## config.mk

```make
export PLATFORM = sky130hd
export DESIGN_NAME = usb_dfu_router
export DESIGN_NICKNAME = d
export VERILOG_FILES = /design/src/usb_dfu_pkg.sv /design/src/app_steer.sv /design/src/dfu_status_sync.sv /design/src/endp_router.sv /design/src/ep_fifo.sv /design/src/rst_gate_gen.sv /design/src/usb_dfu_router.sv
export SDC_FILE = /design/constraint.sdc
export NUM_CORES = 1
export LEC_CHECK = 0
export BUFFER_PORTS_ARGS = -buffer_cell sky130_fd_sc_hd__buf_4
export CAP_MARGIN = 15
export CORE_MARGIN = 2
export CORE_UTILIZATION = 43
export CTS_CLUSTER_DIAMETER = 40
export DETAILED_ROUTE_END_ITERATION = 10
export GPL_TIMING_DRIVEN = 0
export REMOVE_ABC_BUFFERS = 1
export SETUP_SLACK_MARGIN = 0.1
export SLEW_MARGIN = 5
export SYNTH_ARGS = -nofsm -noshare
export SYNTH_HDL_FRONTEND = slang
export SYNTH_SLANG_ARGS = --single-unit
```

## constraint.sdc

```tcl
create_clock -name clk_i -period 2.74 [get_ports clk_i]
set_input_delay 0.822 -clock clk_i [delete_from_list [all_inputs] [get_ports clk_i]]
set_output_delay 0.822 -clock clk_i [all_outputs]
set_load 0.01 [all_outputs]
```

## src/usb_dfu_pkg.sv

```systemverilog
package usb_dfu_pkg;

    // number of ACM channels; channel 0 is shared with the DFU function.
    localparam int CHANNELS = 2;
    // clk_i cycles per full-speed USB bit.
    localparam int BIT_SAMPLES = 4;
    // bytes per FIFO direction, one max-size packet.
    localparam int FIFO_DEPTH = 8;

    typedef logic [7:0] byte_t;
    typedef logic [3:0] endp_t;

    localparam endp_t ENDP_CTRL = 4'd0;
    // end of operation, reported to the host as OK.
    localparam logic [3:0] DFU_STATUS_END = 4'hF;

    typedef struct packed {
        endp_t endp;
        byte_t out_data;
        logic  out_valid;
        logic  in_req;
        logic  bus_reset;
    } sie_rx_t;

    typedef struct packed {
        byte_t in_data;
        logic  in_valid;
        logic  in_nak;
        logic  out_nak;
    } sie_tx_t;

    typedef struct packed {
        logic mode;
        logic upload;
        logic dnload;
        logic fifo_sel;
        logic clear_req;
    } dfu_ctrl_t;

    typedef struct packed {
        logic [3:0] status;
        logic       busy;
        logic       done;
    } dfu_report_t;

    typedef struct packed {
        logic out_empty;
        logic in_empty;
        logic in_full;
        logic out_nak;
    } fifo_flags_t;

    typedef enum logic [1:0] {
        ACM,
        DFU_IDLE,
        DFU_DNLOAD,
        DFU_UPLOAD
    } app_mode_e;

endpackage

```

## src/app_steer.sv

```systemverilog
`timescale 1ns/1ps

module app_steer (
    input  logic                                           clk_i,
    input  logic                                           rstn_i,
    input  usb_dfu_pkg::dfu_ctrl_t                         ctrl_i,
    output usb_dfu_pkg::app_mode_e                         mode_o,
    input  logic                                           out_empty_i,
    output logic                                           flush_o,
    input  usb_dfu_pkg::byte_t [usb_dfu_pkg::CHANNELS-1:0] fifo_out_data_i,
    input  logic [usb_dfu_pkg::CHANNELS-1:0]               fifo_out_valid_i,
    output logic [usb_dfu_pkg::CHANNELS-1:0]               fifo_out_ready_o,
    output usb_dfu_pkg::byte_t [usb_dfu_pkg::CHANNELS-1:0] fifo_in_data_o,
    output logic [usb_dfu_pkg::CHANNELS-1:0]               fifo_in_valid_o,
    input  logic [usb_dfu_pkg::CHANNELS-1:0]               fifo_in_ready_i,
    output usb_dfu_pkg::byte_t [usb_dfu_pkg::CHANNELS-1:0] out_data_o,
    output logic [usb_dfu_pkg::CHANNELS-1:0]               out_valid_o,
    input  logic [usb_dfu_pkg::CHANNELS-1:0]               out_ready_i,
    input  usb_dfu_pkg::byte_t [usb_dfu_pkg::CHANNELS-1:0] in_data_i,
    input  logic [usb_dfu_pkg::CHANNELS-1:0]               in_valid_i,
    output logic [usb_dfu_pkg::CHANNELS-1:0]               in_ready_o,
    output usb_dfu_pkg::byte_t                             dfu_out_data_o,
    output logic                                           dfu_out_valid_o,
    input  logic                                           dfu_out_ready_i,
    input  usb_dfu_pkg::byte_t                             dfu_in_data_i,
    input  logic                                           dfu_in_valid_i,
    output logic                                           dfu_in_ready_o,
    output logic                                           dfu_out_en_o,
    output logic                                           dfu_in_en_o
);
    import usb_dfu_pkg::*;

    logic acm;
    logic dnload_act;
    logic upload_act;

    // upload wins if the control endpoint ever reports both transfers.
    always_comb begin
        if (!ctrl_i.mode) begin
            mode_o = ACM;
        end else if (ctrl_i.upload) begin
            mode_o = DFU_UPLOAD;
        end else if (ctrl_i.dnload) begin
            mode_o = DFU_DNLOAD;
        end else begin
            mode_o = DFU_IDLE;
        end
    end

    assign acm        = mode_o == ACM;
    assign dnload_act = mode_o == DFU_DNLOAD;
    assign upload_act = mode_o == DFU_UPLOAD;

    always_comb begin
        for (int j = 0; j < CHANNELS; j++) begin
            out_valid_o[j]      = acm & fifo_out_valid_i[j];
            in_ready_o[j]       = acm & fifo_in_ready_i[j];
            fifo_out_ready_o[j] = acm & out_ready_i[j];
            fifo_in_valid_o[j]  = acm & in_valid_i[j];
            fifo_in_data_o[j]   = in_data_i[j];
        end
        // outside ACM mode channel 0 belongs to the DFU port.
        if (!acm) begin
            fifo_out_ready_o[0] = dnload_act & dfu_out_ready_i;
            fifo_in_valid_o[0]  = upload_act & dfu_in_valid_i;
            fifo_in_data_o[0]   = dfu_in_data_i;
        end
    end

    assign out_data_o      = fifo_out_data_i;
    assign dfu_out_data_o  = fifo_out_data_i[0];
    assign dfu_out_valid_o = dnload_act & fifo_out_valid_i[0];
    assign dfu_in_ready_o  = upload_act & fifo_in_ready_i[0];
    assign dfu_out_en_o    = ctrl_i.dnload | ~out_empty_i;
    assign dfu_in_en_o     = ctrl_i.upload;

    // channel 0 is emptied while DFU sits idle with no download data left.
    always_ff @(posedge clk_i or negedge rstn_i) begin
        if (!rstn_i) begin
            flush_o <= 1'b0;
        end else begin
            flush_o <= ctrl_i.mode & ~ctrl_i.upload & ~ctrl_i.clear_req &
                       ~ctrl_i.dnload & out_empty_i;
        end
    end

endmodule

```

## src/dfu_status_sync.sv

```systemverilog
`timescale 1ns/1ps

module dfu_status_sync (
    input  logic                     clk_i,
    input  logic                     rstn_i,
    input  logic                     clk_gate_i,
    input  logic                     bus_reset_i,
    input  logic                     clear_req_i,
    input  logic                     busy_i,
    input  logic [3:0]               status_i,
    input  logic                     in_empty_i,
    output logic                     status_set_o,
    output logic                     clear_status_o,
    output usb_dfu_pkg::dfu_report_t report_o
);
    import usb_dfu_pkg::*;

    logic busy_q;
    logic status_q;
    logic clear_pend_q;

    // a short clear request is held until the next bit strobe sees it.
    always_ff @(posedge clk_i or negedge rstn_i) begin
        if (!rstn_i) begin
            busy_q         <= 1'b0;
            status_q       <= 1'b0;
            clear_pend_q   <= 1'b0;
            clear_status_o <= 1'b0;
        end else if (clk_gate_i) begin
            busy_q         <= busy_i;
            status_q       <= |status_i;
            clear_pend_q   <= clear_req_i;
            clear_status_o <= (clear_req_i | clear_pend_q | clear_status_o) &
                              status_q & ~bus_reset_i;
        end else if (clear_req_i) begin
            clear_pend_q <= 1'b1;
        end
    end

    assign status_set_o = status_q;

    always_comb begin
        report_o.status = 4'h0;
        if (status_q && status_i != DFU_STATUS_END) begin
            report_o.status = status_i;
        end
        report_o.busy = busy_q;
        // the operation is done once the last upload byte has left.
        report_o.done = status_q & in_empty_i;
    end

endmodule

```

## src/endp_router.sv

```systemverilog
`timescale 1ns/1ps

module endp_router (
    input  usb_dfu_pkg::sie_rx_t                                 rx_i,
    input  logic                                                 fifo_sel_i,
    input  usb_dfu_pkg::app_mode_e                               mode_i,
    input  logic                                                 status_set_i,
    input  usb_dfu_pkg::fifo_flags_t [usb_dfu_pkg::CHANNELS-1:0] flags_i,
    input  usb_dfu_pkg::byte_t [usb_dfu_pkg::CHANNELS-1:0]       fifo_data_i,
    output logic [usb_dfu_pkg::CHANNELS-1:0]                     wr_o,
    output logic [usb_dfu_pkg::CHANNELS-1:0]                     pop_o,
    output usb_dfu_pkg::sie_tx_t                                 tx_o
);
    import usb_dfu_pkg::*;

    logic [CHANNELS-1:0] sel;
    logic                dfu_fifo;
    logic                upload_hold;
    logic                in_release;

    assign dfu_fifo    = (rx_i.endp == ENDP_CTRL) && fifo_sel_i;
    assign upload_hold = dfu_fifo && (mode_i == DFU_UPLOAD);
    // an upload packet goes out once it is full or the transfer has ended.
    assign in_release  = flags_i[0].in_full | status_set_i;

    // bulk endpoint 2j+1 belongs to channel j, but only outside DFU mode.
    always_comb begin
        sel = '0;
        for (int j = 0; j < CHANNELS; j++) begin
            if (int'(rx_i.endp) == 2 * j + 1 && mode_i == ACM) begin
                sel[j] = 1'b1;
            end
        end
        if (dfu_fifo) begin
            sel[0] = 1'b1;
        end
    end

    assign wr_o  = sel & {CHANNELS{rx_i.out_valid}};
    assign pop_o = sel & {CHANNELS{rx_i.in_req}};

    always_comb begin
        tx_o.in_data  = fifo_data_i[0];
        tx_o.in_valid = 1'b0;
        tx_o.in_nak   = 1'b0;
        tx_o.out_nak  = 1'b0;
        for (int j = 0; j < CHANNELS; j++) begin
            if (sel[j]) begin
                tx_o.in_data  = fifo_data_i[j];
                tx_o.in_valid = ~flags_i[j].in_empty;
                tx_o.out_nak  = flags_i[j].out_nak;
            end
        end
        if (upload_hold) begin
            tx_o.in_valid = ~flags_i[0].in_empty & in_release;
            tx_o.in_nak   = ~in_release;
        end
    end

endmodule

```

## src/ep_fifo.sv

```systemverilog
`timescale 1ns/1ps

module ep_fifo (
    input  logic                     clk_i,
    input  logic                     rstn_i,
    input  logic                     flush_i,
    input  logic                     wr_i,
    input  usb_dfu_pkg::byte_t       wr_data_i,
    output logic                     out_valid_o,
    output usb_dfu_pkg::byte_t       out_data_o,
    input  logic                     out_ready_i,
    input  logic                     in_valid_i,
    input  usb_dfu_pkg::byte_t       in_data_i,
    output logic                     in_ready_o,
    input  logic                     pop_i,
    output usb_dfu_pkg::byte_t       head_o,
    output usb_dfu_pkg::fifo_flags_t flags_o
);
    import usb_dfu_pkg::*;

    byte_t                         out_mem [FIFO_DEPTH];
    byte_t                         in_mem [FIFO_DEPTH];
    logic [$clog2(FIFO_DEPTH)-1:0] out_wr_q, out_rd_q;
    logic [$clog2(FIFO_DEPTH)-1:0] in_wr_q, in_rd_q;
    logic [$clog2(FIFO_DEPTH):0]   out_cnt_q, in_cnt_q;
    logic                          out_full, in_full;
    logic                          out_push, out_pop, in_push, in_pop;

    assign out_full = int'(out_cnt_q) == FIFO_DEPTH;
    assign in_full  = int'(in_cnt_q) == FIFO_DEPTH;

    // the engine is told to NAK when full, so a write then is dropped.
    assign out_push = wr_i & ~out_full;
    assign out_pop  = out_valid_o & out_ready_i;
    assign in_push  = in_valid_i & in_ready_o;
    assign in_pop   = pop_i & (in_cnt_q != '0);

    always_ff @(posedge clk_i) begin
        if (out_push) begin
            out_mem[out_wr_q] <= wr_data_i;
        end
        if (in_push) begin
            in_mem[in_wr_q] <= in_data_i;
        end
    end

    always_ff @(posedge clk_i or negedge rstn_i) begin
        if (!rstn_i) begin
            out_wr_q  <= '0;
            out_rd_q  <= '0;
            out_cnt_q <= '0;
            in_wr_q   <= '0;
            in_rd_q   <= '0;
            in_cnt_q  <= '0;
        end else if (flush_i) begin
            out_wr_q  <= '0;
            out_rd_q  <= '0;
            out_cnt_q <= '0;
            in_wr_q   <= '0;
            in_rd_q   <= '0;
            in_cnt_q  <= '0;
        end else begin
            out_wr_q  <= out_wr_q + out_push;
            out_rd_q  <= out_rd_q + out_pop;
            out_cnt_q <= out_cnt_q + out_push - out_pop;
            in_wr_q   <= in_wr_q + in_push;
            in_rd_q   <= in_rd_q + in_pop;
            in_cnt_q  <= in_cnt_q + in_push - in_pop;
        end
    end

    assign out_valid_o = out_cnt_q != '0;
    assign out_data_o  = out_mem[out_rd_q];
    assign in_ready_o  = ~in_full;
    assign head_o      = in_mem[in_rd_q];

    assign flags_o.out_empty = out_cnt_q == '0;
    assign flags_o.in_empty  = in_cnt_q == '0;
    assign flags_o.in_full   = in_full;
    assign flags_o.out_nak   = out_full;

endmodule

```

## src/rst_gate_gen.sv

```systemverilog
`timescale 1ns/1ps

module rst_gate_gen (
    input  logic clk_i,
    input  logic rstn_i,
    output logic rstn_o,
    output logic clk_gate_o
);
    import usb_dfu_pkg::*;

    logic [1:0]                     rstn_sq;
    logic [$clog2(BIT_SAMPLES)-1:0] cnt_q;

    // the reset asserts at once and is released two edges after rstn_i rises.
    always_ff @(posedge clk_i or negedge rstn_i) begin
        if (!rstn_i) begin
            rstn_sq <= 2'b00;
        end else begin
            rstn_sq <= {1'b1, rstn_sq[1]};
        end
    end

    assign rstn_o = rstn_sq[0];

    // the strobe is registered on the counter wrap, one pulse per USB bit.
    always_ff @(posedge clk_i or negedge rstn_o) begin
        if (!rstn_o) begin
            cnt_q      <= '0;
            clk_gate_o <= 1'b0;
        end else if (int'(cnt_q) == BIT_SAMPLES - 1) begin
            cnt_q      <= '0;
            clk_gate_o <= 1'b1;
        end else begin
            cnt_q      <= cnt_q + 1'b1;
            clk_gate_o <= 1'b0;
        end
    end

endmodule

```

## src/usb_dfu_router.sv

```systemverilog
`timescale 1ns/1ps

module usb_dfu_router (
    input  logic                                           clk_i,
    input  logic                                           rstn_i,
    input  usb_dfu_pkg::sie_rx_t                           rx_i,
    output usb_dfu_pkg::sie_tx_t                           tx_o,
    output logic                                           clk_gate_o,
    input  usb_dfu_pkg::dfu_ctrl_t                         ctrl_i,
    output usb_dfu_pkg::dfu_report_t                       report_o,
    output usb_dfu_pkg::byte_t [usb_dfu_pkg::CHANNELS-1:0] out_data_o,
    output logic [usb_dfu_pkg::CHANNELS-1:0]               out_valid_o,
    input  logic [usb_dfu_pkg::CHANNELS-1:0]               out_ready_i,
    input  usb_dfu_pkg::byte_t [usb_dfu_pkg::CHANNELS-1:0] in_data_i,
    input  logic [usb_dfu_pkg::CHANNELS-1:0]               in_valid_i,
    output logic [usb_dfu_pkg::CHANNELS-1:0]               in_ready_o,
    output usb_dfu_pkg::byte_t                             dfu_out_data_o,
    output logic                                           dfu_out_valid_o,
    input  logic                                           dfu_out_ready_i,
    input  usb_dfu_pkg::byte_t                             dfu_in_data_i,
    input  logic                                           dfu_in_valid_i,
    output logic                                           dfu_in_ready_o,
    output logic                                           dfu_out_en_o,
    output logic                                           dfu_in_en_o,
    input  logic                                           dfu_busy_i,
    input  logic [3:0]                                     dfu_status_i,
    output logic                                           dfu_clear_status_o
);
    import usb_dfu_pkg::*;

    logic                         rstn;
    logic                         flush;
    logic                         status_set;
    app_mode_e                    mode;
    logic [CHANNELS-1:0]          wr, pop;
    fifo_flags_t [CHANNELS-1:0]   flags;
    byte_t [CHANNELS-1:0]         head;
    byte_t [CHANNELS-1:0]         fifo_out_data, fifo_in_data;
    logic [CHANNELS-1:0]          fifo_out_valid, fifo_out_ready;
    logic [CHANNELS-1:0]          fifo_in_valid, fifo_in_ready;

    rst_gate_gen u_rst_gate_gen (
        .clk_i      (clk_i),
        .rstn_i     (rstn_i),
        .rstn_o     (rstn),
        .clk_gate_o (clk_gate_o)
    );

    endp_router u_endp_router (
        .rx_i         (rx_i),
        .fifo_sel_i   (ctrl_i.fifo_sel),
        .mode_i       (mode),
        .status_set_i (status_set),
        .flags_i      (flags),
        .fifo_data_i  (head),
        .wr_o         (wr),
        .pop_o        (pop),
        .tx_o         (tx_o)
    );

    for (genvar j = 0; j < CHANNELS; j++) begin : gen_chan
        ep_fifo u_ep_fifo (
            .clk_i       (clk_i),
            .rstn_i      (rstn),
            .flush_i     (flush && (j == 0)),
            .wr_i        (wr[j]),
            .wr_data_i   (rx_i.out_data),
            .out_valid_o (fifo_out_valid[j]),
            .out_data_o  (fifo_out_data[j]),
            .out_ready_i (fifo_out_ready[j]),
            .in_valid_i  (fifo_in_valid[j]),
            .in_data_i   (fifo_in_data[j]),
            .in_ready_o  (fifo_in_ready[j]),
            .pop_i       (pop[j]),
            .head_o      (head[j]),
            .flags_o     (flags[j])
        );
    end

    dfu_status_sync u_dfu_status_sync (
        .clk_i          (clk_i),
        .rstn_i         (rstn),
        .clk_gate_i     (clk_gate_o),
        .bus_reset_i    (rx_i.bus_reset),
        .clear_req_i    (ctrl_i.clear_req),
        .busy_i         (dfu_busy_i),
        .status_i       (dfu_status_i),
        .in_empty_i     (flags[0].in_empty),
        .status_set_o   (status_set),
        .clear_status_o (dfu_clear_status_o),
        .report_o       (report_o)
    );

    app_steer u_app_steer (
        .clk_i            (clk_i),
        .rstn_i           (rstn),
        .ctrl_i           (ctrl_i),
        .mode_o           (mode),
        .out_empty_i      (flags[0].out_empty),
        .flush_o          (flush),
        .fifo_out_data_i  (fifo_out_data),
        .fifo_out_valid_i (fifo_out_valid),
        .fifo_out_ready_o (fifo_out_ready),
        .fifo_in_data_o   (fifo_in_data),
        .fifo_in_valid_o  (fifo_in_valid),
        .fifo_in_ready_i  (fifo_in_ready),
        .out_data_o       (out_data_o),
        .out_valid_o      (out_valid_o),
        .out_ready_i      (out_ready_i),
        .in_data_i        (in_data_i),
        .in_valid_i       (in_valid_i),
        .in_ready_o       (in_ready_o),
        .dfu_out_data_o   (dfu_out_data_o),
        .dfu_out_valid_o  (dfu_out_valid_o),
        .dfu_out_ready_i  (dfu_out_ready_i),
        .dfu_in_data_i    (dfu_in_data_i),
        .dfu_in_valid_i   (dfu_in_valid_i),
        .dfu_in_ready_o   (dfu_in_ready_o),
        .dfu_out_en_o     (dfu_out_en_o),
        .dfu_in_en_o      (dfu_in_en_o)
    );

endmodule
```

==> qor.csv <==
stage;metric;value;unit
status;run status;finished, violations left;
status;failing checks;setup timing;
cts;clk sink count;306;
critical_path;FF-to-FF path depth;11;
die;die area;31200;um^2
synth;Synth Area per Inst;18.9;um^2
timing;count of pins over their slew limit;0;
cts;TritonCTS Buffers;39;
power;Pleak;0.00590;uW
critical_path;Setup crit start kind;flip-flop;
critical_path;r2r endpoint;gen_chan[0].u_ep_fifo.out_cnt_q[2]$_DFF_PN0_;
critical_path;Worst Path Max Fanout;8;
die;Core ar.;29500;um^2
power;pwr dens;1030;nW/um^2
cts;CTS root buffer;clkbuf_16;
die;I/O pin count;108;
global_route;first-pass GRT wire length;41100;um
place;HPWL after detailed placement;16300;um
power;Tot Pwr;16300;uW
timing;Slew @ Worst Pin;0.997;ns
global_route;vias in the first global route;7155;
routing;via count;6521;
synth;post-synthesis async set-or-reset flop share;0.163;
finish;most frequent cells in the layout;edfxtp_1 (256), buf_4 (82), mux4_2 (56);
timing;Hold Fails Final Rpt;0;
timing;RSZ-0062 raised after global routing;yes;
cts;CTS Buffer Depth;3;
global_route;total track usage;0.176;
finish;# fillers;2327;
die;Die Span X;177;um
synth;Mapped Area;12800;um^2
die;Starting Density;0.434;
synth;FF+latch count, synth;306;
critical_path;Cell Chain, Critical Path;buf_4 -> mux4_2 -> mux2i_4 -> nand2_1 -> o221a_2 -> buf_4;
critical_path;worst path required time;1.92;ns
finish;Synth-to-Final Area Change;24.3;%
timing;Max Clock Skew;0.0124;ns
critical_path;crit-path max cell delay;0.53;ns
global_route;initial antenna violation count;0;
cts;CTS tree;yes;
die;Die H;177;um
finish;most common cell after layout, fill and taps aside;edfxtp_1;
routing;initial drt markers;406;
routing;Pre-antenna DRT Iters;5;
critical_path;Crit Reg-Reg Startpoint;gen_chan[0].u_ep_fifo.out_cnt_q[2]$_DFF_PN0_;
synth;Synth cell types;49;
routing;post-DR wirelength/cell;21.1;um
cts;CTS clk-pin slew, worst paths;0.05;ns
run;max_cap viols;0;
timing;crit path time final;3.09;ns
finish;antenna cell count;0;
timing;WHS;0.0772;ns
routing;Detailed Route WL;26300;um
critical_path;Crit Path Category;flip-flop to primary output;
place;RePlAce Congestion;0.717;
global_route;total gr overflow;0;
synth;Synth Instances;679;
synth;sequential share of the synthesized area;0.698;
critical_path;Worst path slowest cell;dfrtp_4;
critical_path;Critical Path AT;2.27;ns
timing;setup ws final;-0.352;ns
synth;Synth Flop Type;edfxtp_1;
critical_path;crit end category;primary output;
synth;Synthesis Warnings;0;
timing;Setup-failing EPs final;33;
cts;H-tree Lvls;2;
critical_path;Setup crit start;gen_chan[0].u_ep_fifo.in_rd_q[0]$_DFF_PN0_;
critical_path;CP endpoint;tx_o[6];
timing;fmax;323;MHz
synth;Post-synth EDFFs;256;
routing;Residual DRC;0;
cts;worst skew pair latency;0.51;ns
routing;DRT antenna net count;0;
global_route;largest net degree at the start of global routing;30;
power;maximum vdd drop;0.000643;V
routing;DR vias/cell;5.24;
critical_path;most used cell, CP;buf_4;
critical_path;R2R setup slack;0.30;ns
finish;fraction of layout cells with a size suffix above 1;0.381;
place;quantity of I/O buffers inserted on ports;107;
timing;relative slew slack;0.333;
finish;nets@finish;926;
die;FP Rows;63;
timing;fin crit share;1.13;
hold_path;Hold Path Class;input pin to async pin;
[layout make-up]
cell class	instances	area, um^2	area share
sequential	306	8960	0.563
multi-input combinational	315	3660	0.230
timing repair buffer	140	1350	0.0849
clock buffer	50	1070	0.0671
tap	390	488	0.0307
clock inverter	20	300	0.0189
inverter	24	90.1	0.00566
[worst min-delay path by stage]
stage | endpoint | slack [ns] | depth (start not counted) | startpoint
after floorplan | u_rst_gate_gen.rstn_sq[0]$_DFF_PN0_ | 0.33 | 0 | u_rst_gate_gen.rstn_sq[1]$_DFF_PN0_
after global placement | u_rst_gate_gen.rstn_sq[0]$_DFF_PN0_ | 0.34 | 0 | u_rst_gate_gen.rstn_sq[1]$_DFF_PN0_
after detailed placement | gen_chan[0].u_ep_fifo.in_wr_q[2]$_DFF_PN0_ | 0.24 | 0 | u_rst_gate_gen.rstn_sq[0]$_DFF_PN0_
after CTS | u_rst_gate_gen.rstn_sq[0]$_DFF_PN0_ | 0.06 | 1 | rstn_i
after global routing | u_rst_gate_gen.rstn_sq[1]$_DFF_PN0_ | 0.06 | 1 | rstn_i
final | u_rst_gate_gen.rstn_sq[0]$_DFF_PN0_ | 0.08 | 1 | rstn_i
[cell families (layout without fill, tap and decap cells)]
kind of cell             count (synthesis)  after routing  share of synthesized area
AO/OA/AOI/OAI                           32             32                     0.0189
multiplexers                            97             97                      0.149
other                                    1              1                   0.000293
XOR/XNOR                                17             17                     0.0116
buffers and inverters                   58            234                     0.0289
AND/OR/NAND/NOR                        125            125                     0.0492
adder cells (fa/ha/maj)                 43             43                     0.0444
flip-flops                             306            306                      0.698
[worst max-delay path: cells and delay by family (launching register included)]
family                 cells  cell delay, ns
multiplexers               2            0.70
flip-flops                 1            0.53
AO/OA/AOI/OAI              1            0.14
AND/OR/NAND/NOR            1            0.09
buffers and inverters      2            0.29
[Yosys cell counts (all sizes together), types with 8 or more instances]
cell type  count  share of area
nor2b         13         0.0065
inv           24         0.0070
mux2i          8         0.0063
xor2           8         0.0055
a21oi         10         0.0039
mux4          64           0.12
nor2          44          0.013
edfxtp       256           0.60
ha            39          0.038
xnor2          9         0.0062
nand2         22         0.0064
mux2          25          0.022
nand2b        13         0.0065
dfrtp         50          0.098
buf           27          0.019
o221a          8         0.0070
nor3           9         0.0035
[through the flow]
stage	instance area [um^2]	worst slack (ns)	util	TNS, ns	std cells
finish	15900	-0.352	0.540	-6.43	1245
global route	15900	-0.442	0.540	-8.58	1245
CTS	15800	-0.372	0.537	-7.24	1243
detailed placement	13900	-0.676	0.471	-63.68	1147
global placement	13800	-0.615	0.469	-69.88	1142
floorplan	12500	0.171	-	0	645
[timing repair]
| item | 4_1_cts | 5_1_grt |
|---|---|---|
| gates cloned | 1 | 0 |
| hold buffers | 0 | 0 |
| pin swaps | 8 | 6 |
| setup endpoints to repair | 38 | 124 |
| gates resized for setup | 119 | 22 |
| buffers inserted | 25 | 2 |
[state kept, by name, indices dropped and copies added, names as in the netlist]
name	cells
u_dfu_status_sync.busy_q	1
u_dfu_status_sync.status_set_o	1
u_app_steer.flush_o	1
gen_chan.u_ep_fifo.in_mem	128
gen_chan.u_ep_fifo.in_wr_q	6
gen_chan.u_ep_fifo.in_rd_q	6
u_rst_gate_gen.rstn_sq	2
u_rst_gate_gen.cnt_q	2
u_rst_gate_gen.clk_gate_o	1
gen_chan.u_ep_fifo.in_cnt_q	8
gen_chan.u_ep_fifo.out_cnt_q	8
gen_chan.u_ep_fifo.out_rd_q	6
gen_chan.u_ep_fifo.out_mem	128
u_dfu_status_sync.clear_status_o	1
u_dfu_status_sync.clear_pend_q	1
gen_chan.u_ep_fifo.out_wr_q	6
[power by group]
part / leakage [uW] / internal (uW) / switching, uW
combinational: 0.00233 / 2870 / 1910
clock: 0.000669 / 3430 / 1880
sequential: 0.00290 / 5580 / 676
total: 0.00590 / 11900 / 4470
[per-layer routing]
metal  GRT usage  share of wire  wire length, um
met5           0              0                0
met1       0.222           0.41            10700
met3      0.0299          0.045             1180
met2       0.307           0.52            13600
met4      0.0634          0.030              795
Note: power is estimated with default switching activity, not from simulation.
